[src/source/tlb_defs.svh]
`ifndef TLB_DEFS_SVH
`define TLB_DEFS_SVH

// sizing of the two page levels and of the miss queue.

// sets in the 4 KiB page level.
`define TLB_SETS0 16

// sets in the 4 MiB superpage level.
`define TLB_SETS1 4

// ways per set, shared by both levels.
`define TLB_WAYS 2

// pending misses waiting for the walker.
`define MISSQ_DEPTH 4

`endif

[src/source/sv32_pkg.sv]
package sv32_pkg;

    localparam int OFFSET_W = 12; // page offset bits.

    typedef struct packed {
        logic [9:0] vpn1;
        logic [9:0] vpn0;
    } vpn_t;

    typedef logic [31:0] vaddr_t;

    typedef logic [33:0] paddr_t;

    typedef struct packed {
        logic [11:0] ppn1;
        logic [9:0]  ppn0;
    } ppn_t;

    typedef struct packed {
        ppn_t       ppn;
        logic [1:0] rsw;
        logic       d;
        logic       a;
        logic       g;
        logic       u;
        logic       x;
        logic       w;
        logic       r;
        logic       v;
    } pte_t;

endpackage

[src/source/mmu_req_pkg.sv]
package mmu_req_pkg;

    // bit 0 marks a read and bit 1 a write, so a fetch has neither set.
    typedef enum logic [1:0] {
        ACC_FETCH = 2'b00,
        ACC_LOAD  = 2'b01,
        ACC_STORE = 2'b10
    } access_t;

    typedef enum logic [1:0] {
        PRIV_U = 2'b00,
        PRIV_S = 2'b01
    } priv_t;

    typedef enum logic [1:0] {
        RESP_HIT   = 2'b00,
        RESP_MISS  = 2'b01,
        RESP_FAULT = 2'b10,
        RESP_RETRY = 2'b11
    } resp_status_t;

endpackage

[src/source/tlb_page.sv]
`include "tlb_defs.svh"

module tlb_page #(
    parameter int LEVEL = 0,
    parameter int SETS  = 16
) (
    input  logic           clk,
    input  logic           rst,
    input  logic           lookup_valid,
    input  sv32_pkg::vpn_t lookup_vpn,
    input  logic           refill_valid,
    input  logic           refill_level,
    input  sv32_pkg::vpn_t refill_vpn,
    input  sv32_pkg::pte_t refill_pte,
    input  logic           fence,
    output logic           hit,
    output sv32_pkg::pte_t hit_pte
);
    import sv32_pkg::*;

    localparam int   WAYS      = `TLB_WAYS;
    localparam int   KEY_W     = (LEVEL == 1) ? 10 : 20; // a superpage is named by vpn1 only.
    localparam int   IDX_W     = $clog2(SETS);
    localparam int   TAG_W     = KEY_W - IDX_W;
    localparam int   WAY_W     = $clog2(WAYS);
    localparam logic LEVEL_BIT = (LEVEL == 1);

    logic [TAG_W-1:0] tag_mem [SETS][WAYS];
    pte_t             pte_mem [SETS][WAYS];
    logic [WAYS-1:0]  valid_q [SETS];
    logic [WAY_W-1:0] victim_q [SETS];

    logic [KEY_W-1:0] lookup_key;
    logic [KEY_W-1:0] refill_key;
    logic [IDX_W-1:0] lookup_idx;
    logic [TAG_W-1:0] lookup_tag;
    logic [IDX_W-1:0] refill_idx;
    logic [TAG_W-1:0] refill_tag;
    logic [WAY_W-1:0] victim;
    logic [WAY_W-1:0] next_victim;
    logic [WAYS-1:0]  match;
    logic             refill_hit;
    pte_t             sel_pte;

    assign lookup_key = lookup_vpn[19 -: KEY_W];
    assign refill_key = refill_vpn[19 -: KEY_W];
    assign lookup_idx = lookup_key[IDX_W-1:0];
    assign lookup_tag = lookup_key[KEY_W-1:IDX_W];
    assign refill_idx = refill_key[IDX_W-1:0];
    assign refill_tag = refill_key[KEY_W-1:IDX_W];

    assign refill_hit  = refill_valid && (refill_level == LEVEL_BIT);
    assign victim      = victim_q[refill_idx];
    assign next_victim = (victim == WAY_W'(WAYS - 1)) ? '0 : victim + 1'b1;

    always_comb begin
        match   = '0;
        sel_pte = pte_mem[lookup_idx][0];
        for (int w = WAYS - 1; w >= 0; w--) begin // walk down so the lowest hitting way wins.
            match[w] = valid_q[lookup_idx][w] && (tag_mem[lookup_idx][w] == lookup_tag);
            if (match[w]) begin
                sel_pte = pte_mem[lookup_idx][w];
            end
        end
    end

    always_ff @(posedge clk or posedge rst) begin
        if (rst) begin
            hit <= 1'b0;
            for (int s = 0; s < SETS; s++) begin
                valid_q[s]  <= '0;
                victim_q[s] <= '0;
            end
        end else begin
            hit <= lookup_valid && (|match);
            if (fence) begin
                for (int s = 0; s < SETS; s++) begin
                    valid_q[s] <= '0;
                end
            end
            if (refill_hit) begin // placed after the fence clear so a same-cycle refill survives.
                valid_q[refill_idx][victim] <= 1'b1;
                victim_q[refill_idx]        <= next_victim;
            end
        end
    end

    always_ff @(posedge clk) begin
        hit_pte <= sel_pte;
        if (refill_hit) begin
            tag_mem[refill_idx][victim] <= refill_tag;
            pte_mem[refill_idx][victim] <= refill_pte;
        end
    end

endmodule

[src/source/pte_check.sv]
module pte_check (
    input  sv32_pkg::pte_t      pte,
    input  logic                superpage,
    input  sv32_pkg::vaddr_t    vaddr,
    input  mmu_req_pkg::access_t access,
    input  mmu_req_pkg::priv_t  priv,
    input  logic                sum,
    input  logic                mxr,
    output logic                fault,
    output sv32_pkg::paddr_t    paddr
);
    import sv32_pkg::*;
    import mmu_req_pkg::*;

    logic is_load;
    logic is_store;
    logic is_fetch;
    logic bad_pte;
    logic perm_ok;
    logic mode_fault;
    logic ad_fault;
    logic misaligned;

    assign is_load  = (access == ACC_LOAD);
    assign is_store = (access == ACC_STORE);
    assign is_fetch = (access == ACC_FETCH);

    assign bad_pte = ~pte.v | (pte.w & ~pte.r) | (|pte.rsw);

    // mxr lets a load read an execute-only page.
    assign perm_ok = (is_load & (pte.r | (pte.x & mxr))) |
                     (is_store & pte.w) |
                     (is_fetch & pte.x);

    assign mode_fault = ((priv == PRIV_U) & ~pte.u) |
                        ((priv == PRIV_S) & pte.u & ~sum);

    assign ad_fault   = ~pte.a | (is_store & ~pte.d);
    assign misaligned = superpage & (|pte.ppn.ppn0); // a superpage must sit on a 4 MiB boundary.

    assign fault = bad_pte | ~perm_ok | mode_fault | ad_fault | misaligned;

    always_comb begin
        if (superpage) begin
            paddr = {pte.ppn.ppn1, vaddr[21:OFFSET_W], vaddr[OFFSET_W-1:0]};
        end else begin
            paddr = {pte.ppn, vaddr[OFFSET_W-1:0]};
        end
    end

endmodule

[src/source/req_queue.sv]
module req_queue #(
    parameter int DEPTH = 4
) (
    input  logic           clk,
    input  logic           rst,
    input  logic           push,
    input  sv32_pkg::vpn_t push_vpn,
    input  logic           pop,
    output sv32_pkg::vpn_t head_vpn,
    output logic           empty,
    output logic           full
);
    import sv32_pkg::*;

    localparam int PTR_W = (DEPTH > 1) ? $clog2(DEPTH) : 1;
    localparam int CNT_W = $clog2(DEPTH + 1);

    vpn_t             mem [DEPTH];
    logic [PTR_W-1:0] wr_ptr;
    logic [PTR_W-1:0] rd_ptr;
    logic [CNT_W-1:0] count;

    assign head_vpn = mem[rd_ptr]; // the head is readable before the pop.
    assign empty    = (count == '0);
    assign full     = (count == CNT_W'(DEPTH));

    always_ff @(posedge clk or posedge rst) begin
        if (rst) begin
            wr_ptr <= '0;
            rd_ptr <= '0;
            count  <= '0;
        end else begin
            if (push) begin
                wr_ptr <= (wr_ptr == PTR_W'(DEPTH - 1)) ? '0 : wr_ptr + 1'b1;
            end
            if (pop) begin
                rd_ptr <= (rd_ptr == PTR_W'(DEPTH - 1)) ? '0 : rd_ptr + 1'b1;
            end
            count <= count + CNT_W'(push) - CNT_W'(pop);
        end
    end

    always_ff @(posedge clk) begin
        if (push) begin
            mem[wr_ptr] <= push_vpn;
        end
    end

    a_no_overflow : assert property (@(posedge clk) disable iff (rst) !(push && full));
    a_no_underflow : assert property (@(posedge clk) disable iff (rst) !(pop && empty));

endmodule

[src/source/walk_port.sv]
module walk_port (
    input  logic           clk,
    input  logic           rst,
    input  logic           empty,
    input  sv32_pkg::vpn_t head_vpn,
    input  logic           walk_ack,
    input  sv32_pkg::pte_t walk_pte,
    input  logic           walk_level,
    output logic           pop,
    output logic           walk_req,
    output sv32_pkg::vpn_t walk_vpn,
    output logic           refill_valid,
    output sv32_pkg::vpn_t refill_vpn,
    output logic           refill_level,
    output sv32_pkg::pte_t refill_pte
);
    typedef enum logic [1:0] {
        IDLE,
        REQUEST,
        RELEASE,
        REFILL
    } state_t;

    state_t state;

    assign pop          = (state == IDLE) && !empty;
    assign walk_req     = (state == REQUEST);
    assign refill_valid = (state == REFILL);
    assign refill_vpn   = walk_vpn; // the walked vpn names the entry to refill.

    always_ff @(posedge clk or posedge rst) begin
        if (rst) begin
            state <= IDLE;
        end else begin
            case (state)
                IDLE:    if (pop) state <= REQUEST;
                REQUEST: if (walk_ack) state <= RELEASE;
                RELEASE: if (!walk_ack) state <= REFILL; // wait for the walker to finish its half.
                default: state <= IDLE;
            endcase
        end
    end

    always_ff @(posedge clk) begin
        if (pop) begin
            walk_vpn <= head_vpn;
        end
        if (walk_req && walk_ack) begin
            refill_pte   <= walk_pte;
            refill_level <= walk_level;
        end
    end

    a_ack_needs_req : assert property (@(posedge clk) disable iff (rst)
        $rose(walk_ack) |-> walk_req);

endmodule

[src/source/tlb_lookup.sv]
`include "tlb_defs.svh"

module tlb_lookup (
    input  logic                       clk,
    input  logic                       rst,
    input  logic                       lookup_valid,
    input  sv32_pkg::vaddr_t           lookup_vaddr,
    input  mmu_req_pkg::access_t       lookup_access,
    input  mmu_req_pkg::priv_t         priv,
    input  logic                       sum,
    input  logic                       mxr,
    input  logic                       fence,
    input  logic                       full,
    input  logic                       refill_valid,
    input  sv32_pkg::vpn_t             refill_vpn,
    input  logic                       refill_level,
    input  sv32_pkg::pte_t             refill_pte,
    output logic                       resp_valid,
    output mmu_req_pkg::resp_status_t  resp_status,
    output sv32_pkg::paddr_t           resp_paddr,
    output sv32_pkg::vaddr_t           resp_vaddr,
    output logic                       push,
    output sv32_pkg::vpn_t             push_vpn
);
    import sv32_pkg::*;
    import mmu_req_pkg::*;

    logic    s1_valid;
    vaddr_t  s1_vaddr;
    access_t s1_access;
    logic    pg0_hit;
    logic    pg1_hit;
    pte_t    pg0_pte;
    pte_t    pg1_pte;
    pte_t    sel_pte;
    logic    chk_fault;
    paddr_t  chk_paddr;
    logic    s2_miss;
    logic    s2_fault;

    tlb_page #(.LEVEL(0), .SETS(`TLB_SETS0)) u_page0 (
        .clk(clk), .rst(rst),
        .lookup_valid(lookup_valid), .lookup_vpn(lookup_vaddr[31:OFFSET_W]),
        .refill_valid(refill_valid), .refill_level(refill_level),
        .refill_vpn(refill_vpn), .refill_pte(refill_pte),
        .fence(fence), .hit(pg0_hit), .hit_pte(pg0_pte)
    );

    tlb_page #(.LEVEL(1), .SETS(`TLB_SETS1)) u_page1 (
        .clk(clk), .rst(rst),
        .lookup_valid(lookup_valid), .lookup_vpn(lookup_vaddr[31:OFFSET_W]),
        .refill_valid(refill_valid), .refill_level(refill_level),
        .refill_vpn(refill_vpn), .refill_pte(refill_pte),
        .fence(fence), .hit(pg1_hit), .hit_pte(pg1_pte)
    );

    assign sel_pte = pg0_hit ? pg0_pte : pg1_pte; // a 4 KiB entry wins over a superpage.

    pte_check u_check (
        .pte(sel_pte), .superpage(!pg0_hit), .vaddr(s1_vaddr),
        .access(s1_access), .priv(priv), .sum(sum), .mxr(mxr),
        .fault(chk_fault), .paddr(chk_paddr)
    );

    always_ff @(posedge clk or posedge rst) begin
        if (rst) begin
            s1_valid   <= 1'b0;
            resp_valid <= 1'b0;
        end else begin
            s1_valid   <= lookup_valid;
            resp_valid <= s1_valid;
        end
    end

    always_ff @(posedge clk) begin
        s1_vaddr   <= lookup_vaddr;
        s1_access  <= lookup_access;
        s2_miss    <= !(pg0_hit || pg1_hit);
        s2_fault   <= chk_fault;
        resp_paddr <= chk_paddr;
        resp_vaddr <= s1_vaddr;
    end

    // full is looked at in the response cycle, so a miss turns into retry here.
    always_comb begin
        if (s2_miss) begin
            resp_status = full ? RESP_RETRY : RESP_MISS;
        end else begin
            resp_status = s2_fault ? RESP_FAULT : RESP_HIT;
        end
    end

    assign push     = resp_valid && s2_miss && !full;
    assign push_vpn = resp_vaddr[31:OFFSET_W];

endmodule

[src/source/l2_tlb.sv]
`include "tlb_defs.svh"

module l2_tlb (
    input  logic                      clk,
    input  logic                      rst,
    input  logic                      lookup_valid,
    input  sv32_pkg::vaddr_t          lookup_vaddr,
    input  mmu_req_pkg::access_t      lookup_access,
    output logic                      resp_valid,
    output mmu_req_pkg::resp_status_t resp_status,
    output sv32_pkg::paddr_t          resp_paddr,
    output sv32_pkg::vaddr_t          resp_vaddr,
    input  mmu_req_pkg::priv_t        priv,
    input  logic                      sum,
    input  logic                      mxr,
    input  logic                      fence,
    output logic                      walk_req,
    output sv32_pkg::vpn_t            walk_vpn,
    input  logic                      walk_ack,
    input  sv32_pkg::pte_t            walk_pte,
    input  logic                      walk_level
);
    import sv32_pkg::*;

    logic push;
    vpn_t push_vpn;
    logic pop;
    vpn_t head_vpn;
    logic empty;
    logic full;
    logic refill_valid;
    vpn_t refill_vpn;
    logic refill_level;
    pte_t refill_pte;

    tlb_lookup u_lookup (
        .clk(clk), .rst(rst),
        .lookup_valid(lookup_valid), .lookup_vaddr(lookup_vaddr),
        .lookup_access(lookup_access), .priv(priv), .sum(sum), .mxr(mxr),
        .fence(fence), .full(full),
        .refill_valid(refill_valid), .refill_vpn(refill_vpn),
        .refill_level(refill_level), .refill_pte(refill_pte),
        .resp_valid(resp_valid), .resp_status(resp_status),
        .resp_paddr(resp_paddr), .resp_vaddr(resp_vaddr),
        .push(push), .push_vpn(push_vpn)
    );

    req_queue #(.DEPTH(`MISSQ_DEPTH)) u_queue (
        .clk(clk), .rst(rst),
        .push(push), .push_vpn(push_vpn), .pop(pop),
        .head_vpn(head_vpn), .empty(empty), .full(full)
    );

    walk_port u_walk (
        .clk(clk), .rst(rst),
        .empty(empty), .head_vpn(head_vpn),
        .walk_ack(walk_ack), .walk_pte(walk_pte), .walk_level(walk_level),
        .pop(pop), .walk_req(walk_req), .walk_vpn(walk_vpn),
        .refill_valid(refill_valid), .refill_vpn(refill_vpn),
        .refill_level(refill_level), .refill_pte(refill_pte)
    );

endmodule

[config.mk]
export PLATFORM = sky130hd
export DESIGN_NAME = l2_tlb
export DESIGN_NICKNAME = d
export VERILOG_FILES = /design/src/source/sv32_pkg.sv /design/src/source/mmu_req_pkg.sv /design/src/source/tlb_page.sv /design/src/source/pte_check.sv /design/src/source/req_queue.sv /design/src/source/walk_port.sv /design/src/source/tlb_lookup.sv /design/src/source/l2_tlb.sv
export VERILOG_INCLUDE_DIRS = /design/src /design/src/source
export SDC_FILE = /design/constraint.sdc
export NUM_CORES = 2
export LEC_CHECK = 0
export ABC_AREA = 1
export ABC_CLOCK_PERIOD_IN_PS = 6500
export BUFFER_PORTS_ARGS = -buffer_cell sky130_fd_sc_hd__buf_2
export CORE_UTILIZATION = 40
export CTS_BUF_LIST = sky130_fd_sc_hd__clkbuf_16
export CTS_CLUSTER_DIAMETER = 40
export DETAILED_ROUTE_END_ITERATION = 10
export HOLD_SLACK_MARGIN = 0.12
export PLACE_DENSITY = 0.64
export SLEW_MARGIN = 20
export SYNTH_ARGS = -nofsm -noshare
export SYNTH_HDL_FRONTEND = slang
export SYNTH_SLANG_ARGS = --single-unit
[constraint.sdc]
create_clock -name clk -period 6.5 [get_ports clk]
set_input_delay 0.975 -clock clk [delete_from_list [all_inputs] [get_ports clk]]
set_output_delay 0.975 -clock clk [all_outputs]
set_load 0.01 [all_outputs]
==> impl_metrics.env <==
export IMPL_grt_pass1_wl_mm=338
export IMPL_vias=55220
export IMPL_core_area_um2=208000
export IMPL_grt_pass1_vias=52176
export IMPL_start_kind="input pin"
export IMPL_async_flop_share_pct=3.36
export IMPL_io_pins=166
export IMPL_ant_nets=0
export IMPL_status="complete, no violations"
export IMPL_cts_root_buf="clkbuf_16"
export IMPL_rsz0062_at_grt="false"
export IMPL_die_y_um=461
export IMPL_cts_sinks=2173
export IMPL_antenna_found_initial=7
export IMPL_ys_seq_elements=2173
export IMPL_drc=0
export IMPL_powerDensity_nw_per_um2=374
export IMPL_final_nets=6963
export IMPL_crit_path_start="lookup_vaddr[13]"
export IMPL_viasPerCell=5.58
export IMPL_ys_seq_area_share_pct=75.4
export IMPL_syn_cell_area_um2=84100
export IMPL_syn_avg_cell_area_um2=12.6
export IMPL_fin_skew_ns=0.0771
export IMPL_period_needed_ns=4.15
export IMPL_rows=167
export IMPL_crit_fanout=147
export IMPL_cts_htree_levels=5
export IMPL_path_class="in2reg"
export IMPL_drive_gt1_share_pct=12.4
export IMPL_setup_ws_ns=2.35
export IMPL_grt_util_met1_pct=29.9
export IMPL_post_cts_buffers=0
export IMPL_postSynthCellCount=6674
export IMPL_synth_area_top_cells="edfxtp_1, o21ai_0, nor2_1"
export IMPL_yosysWarnings=0
export IMPL_clkLatencyLatePin_ns=0.94
export IMPL_reg2reg_slack_ns=2.71
export IMPL_busiest_layer="met2"
export IMPL_synthTopCellsByCount="edfxtp_1, nor2_1, nand2_1"
export IMPL_synthFlopType="edfxtp_1"
export IMPL_cts_tree="built"
export IMPL_crit_required_ns=7.32
export IMPL_track_usage_pct=21.5
export IMPL_yosysTopAreaCellShare_pct=69.6
export IMPL_arrival_ns=4.97
export IMPL_syn2layout_area_growth_pct=17.2
export IMPL_worstReg2RegStart="u_walk.refill_vpn[0]"
export IMPL_fin_cells=9901
export IMPL_die_area_um2=212000
export IMPL_synth_edf_count=1948
export IMPL_yosysUniqueCellTypes=45
export IMPL_grt_max_degree=194
export IMPL_setup_viol=0
export IMPL_setup_tns_ns=0
export IMPL_syn_nets=6762
export IMPL_fill_cells=17746
export IMPL_fin_crit_sh_pct=63.8
export IMPL_hold_path_class="in2async"
export IMPL_fmax_mhz=241
export IMPL_yosysTopAreaCell="edfxtp_1"
export IMPL_met3_usage_pct=4.22
export IMPL_wire_per_inst_um=23.6
export IMPL_first_iter_violations=6719
export IMPL_die_w_um=461
export IMPL_power_mw=36.9
export IMPL_globalplace_congestion=0.902
export IMPL_synth_most_common_cell="edfxtp_1"
export IMPL_utilization_pct=47.4
export IMPL_use_met2_pct=33.2
export IMPL_clk_pin_slew_worst_paths_ns=0.06
export IMPL_place_ws_ns=1.69
export IMPL_first_pass_iters=6
export IMPL_worst_pin_slew_ns=1.20
export IMPL_cap_violations=0
export IMPL_leakagePower_nw=34.8
export IMPL_worstSetupEndpointType="flop"
export IMPL_hold_viol_final=0
export IMPL_io_buffer_count=164
export IMPL_r2r_cells=9
export IMPL_ir_worst_vdd_mv=0.472
export IMPL_grt_overflow_total=0
export IMPL_reg2reg_to="u_lookup.u_page0.pte_mem[13][8]"
export IMPL_initial_core_util_pct=40.4
export IMPL_cts_resized=0
export IMPL_dp_cells=9337
export IMPL_numCtsBuffers=310
export IMPL_drv_slew=0
export IMPL_drt_wl_total_mm=233
export IMPL_hpwl_mm=118
export IMPL_clk_path_buf_depth=4
export IMPL_maxSlewHeadroom_pct=20.0
critical path: stages:
cell	delay, ns
buf_8	0.66
inv_8	0.50
nor2_1	0.27
o21ai_1	0.10
nand3_1	0.10
nand3_1	0.17
nand3_1	0.13
nand2_1	0.11
nor2_1	0.10
nand2_1	0.06
nor2_1	0.28
nand3_2	0.19
nand2_2	0.45
buf_4	0.45
nand2_1	0.12
nand2_1	0.08
per-layer routing:
metal | share of wire, % | vias to the layer above
met5 | 0.0090 | -
met4 | 3.8 | 4
met3 | 9.7 | 494
met2 | 45 | 2739
met1 | 41 | 27528
li1 | - | 24455
worst max-delay path by stage:
stage,to,cells after the start
floorplan,u_lookup.u_page0.pte_mem[13][0],9
global placement,u_lookup.u_page0.hit_pte[1],16
detailed placement,u_lookup.u_page0.hit_pte[12],15
CTS,u_lookup.u_page0.hit_pte[7],16
global route,u_lookup.u_page0.hit_pte[21],10
finish,u_lookup.u_page0.hit_pte[7],16
metrics by stage:
stage               hold slack [ns]  area, µm²
global route                  0.129      98600
floorplan                     0.310      84100
finish                        0.122      98600
CTS                           0.120      98400
global placement              0.310      88200
detailed placement            0.312      88200
final cells by class:
type | count | area [µm²] | share of cell area, %
inverter | 281 | 1090 | 1.11
timing repair buffer | 315 | 2350 | 2.38
antenna | 3 | 7.51 | 0.00761
sequential | 2173 | 63400 | 64.3
clock buffer | 317 | 7930 | 8.05
tap | 2788 | 3490 | 3.54
clock inverter | 230 | 2240 | 2.28
multi-input combinational | 3794 | 18100 | 18.4
kinds of logic after synthesis:
group | share of synthesized area [%]
xor+xnor | 0.0937
mux | 0.0238
buf+inv | 3.50
flops | 75.4
fa+ha+maj | 0.187
simple gates | 11.2
compound gates | 9.63
sequential cells by signal (all words and copies together), names as in the netlist, 20 cells and up:
name and flops:
u_lookup.resp_vaddr 20, u_lookup.u_page0.hit_pte 31, u_walk.refill_vpn 20, u_lookup.u_page1.hit_pte 31
u_lookup.u_page0.tag_mem 512, u_walk.refill_pte 31, u_lookup.u_page1.tag_mem 64, u_lookup.u_page0.valid_q 32
u_lookup.s1_vaddr 32, u_lookup.u_page1.pte_mem 248, u_queue.mem 80, u_lookup.u_page0.pte_mem 992
u_lookup.resp_paddr 34
where the power goes:
group	internal, mW	switching, mW	total [mW]
Clock	10.3	6.13	16.4
Sequential	16.6	0.280	16.8
Combinational	0.798	2.81	3.61
Total	27.7	9.22	36.9
repair_timing:
| action | 4_1_cts | 5_1_grt |
|---|---|---|
| hold buffers | 4 | 0 |
| endpoints found under the hold margin | 4 | 0 |
| endpoints found under the setup margin | 0 | 0 |
cell usage in the layout, fill, tap and decap left out, types with 45 or more instances in the layout:
cell | netlist | final
o211ai_1 | 76 | 76
o21ai_1 | 45 | 45
edfxtp_1 | 1948 | 1948
dfrtp_1 | 73 | 72
buf_2 | 101 | 158
nand2_1 | 902 | 901
o221ai_1 | 68 | 68
nand3_1 | 408 | 407
clkbuf_16 | 0 | 317
dfxtp_1 | 152 | 152
inv_1 | 273 | 313
o21ai_0 | 888 | 888
o22ai_1 | 256 | 256
buf_4 | 28 | 119
nor2_1 | 1017 | 973
Note: power is estimated with default switching activity, not from simulation.
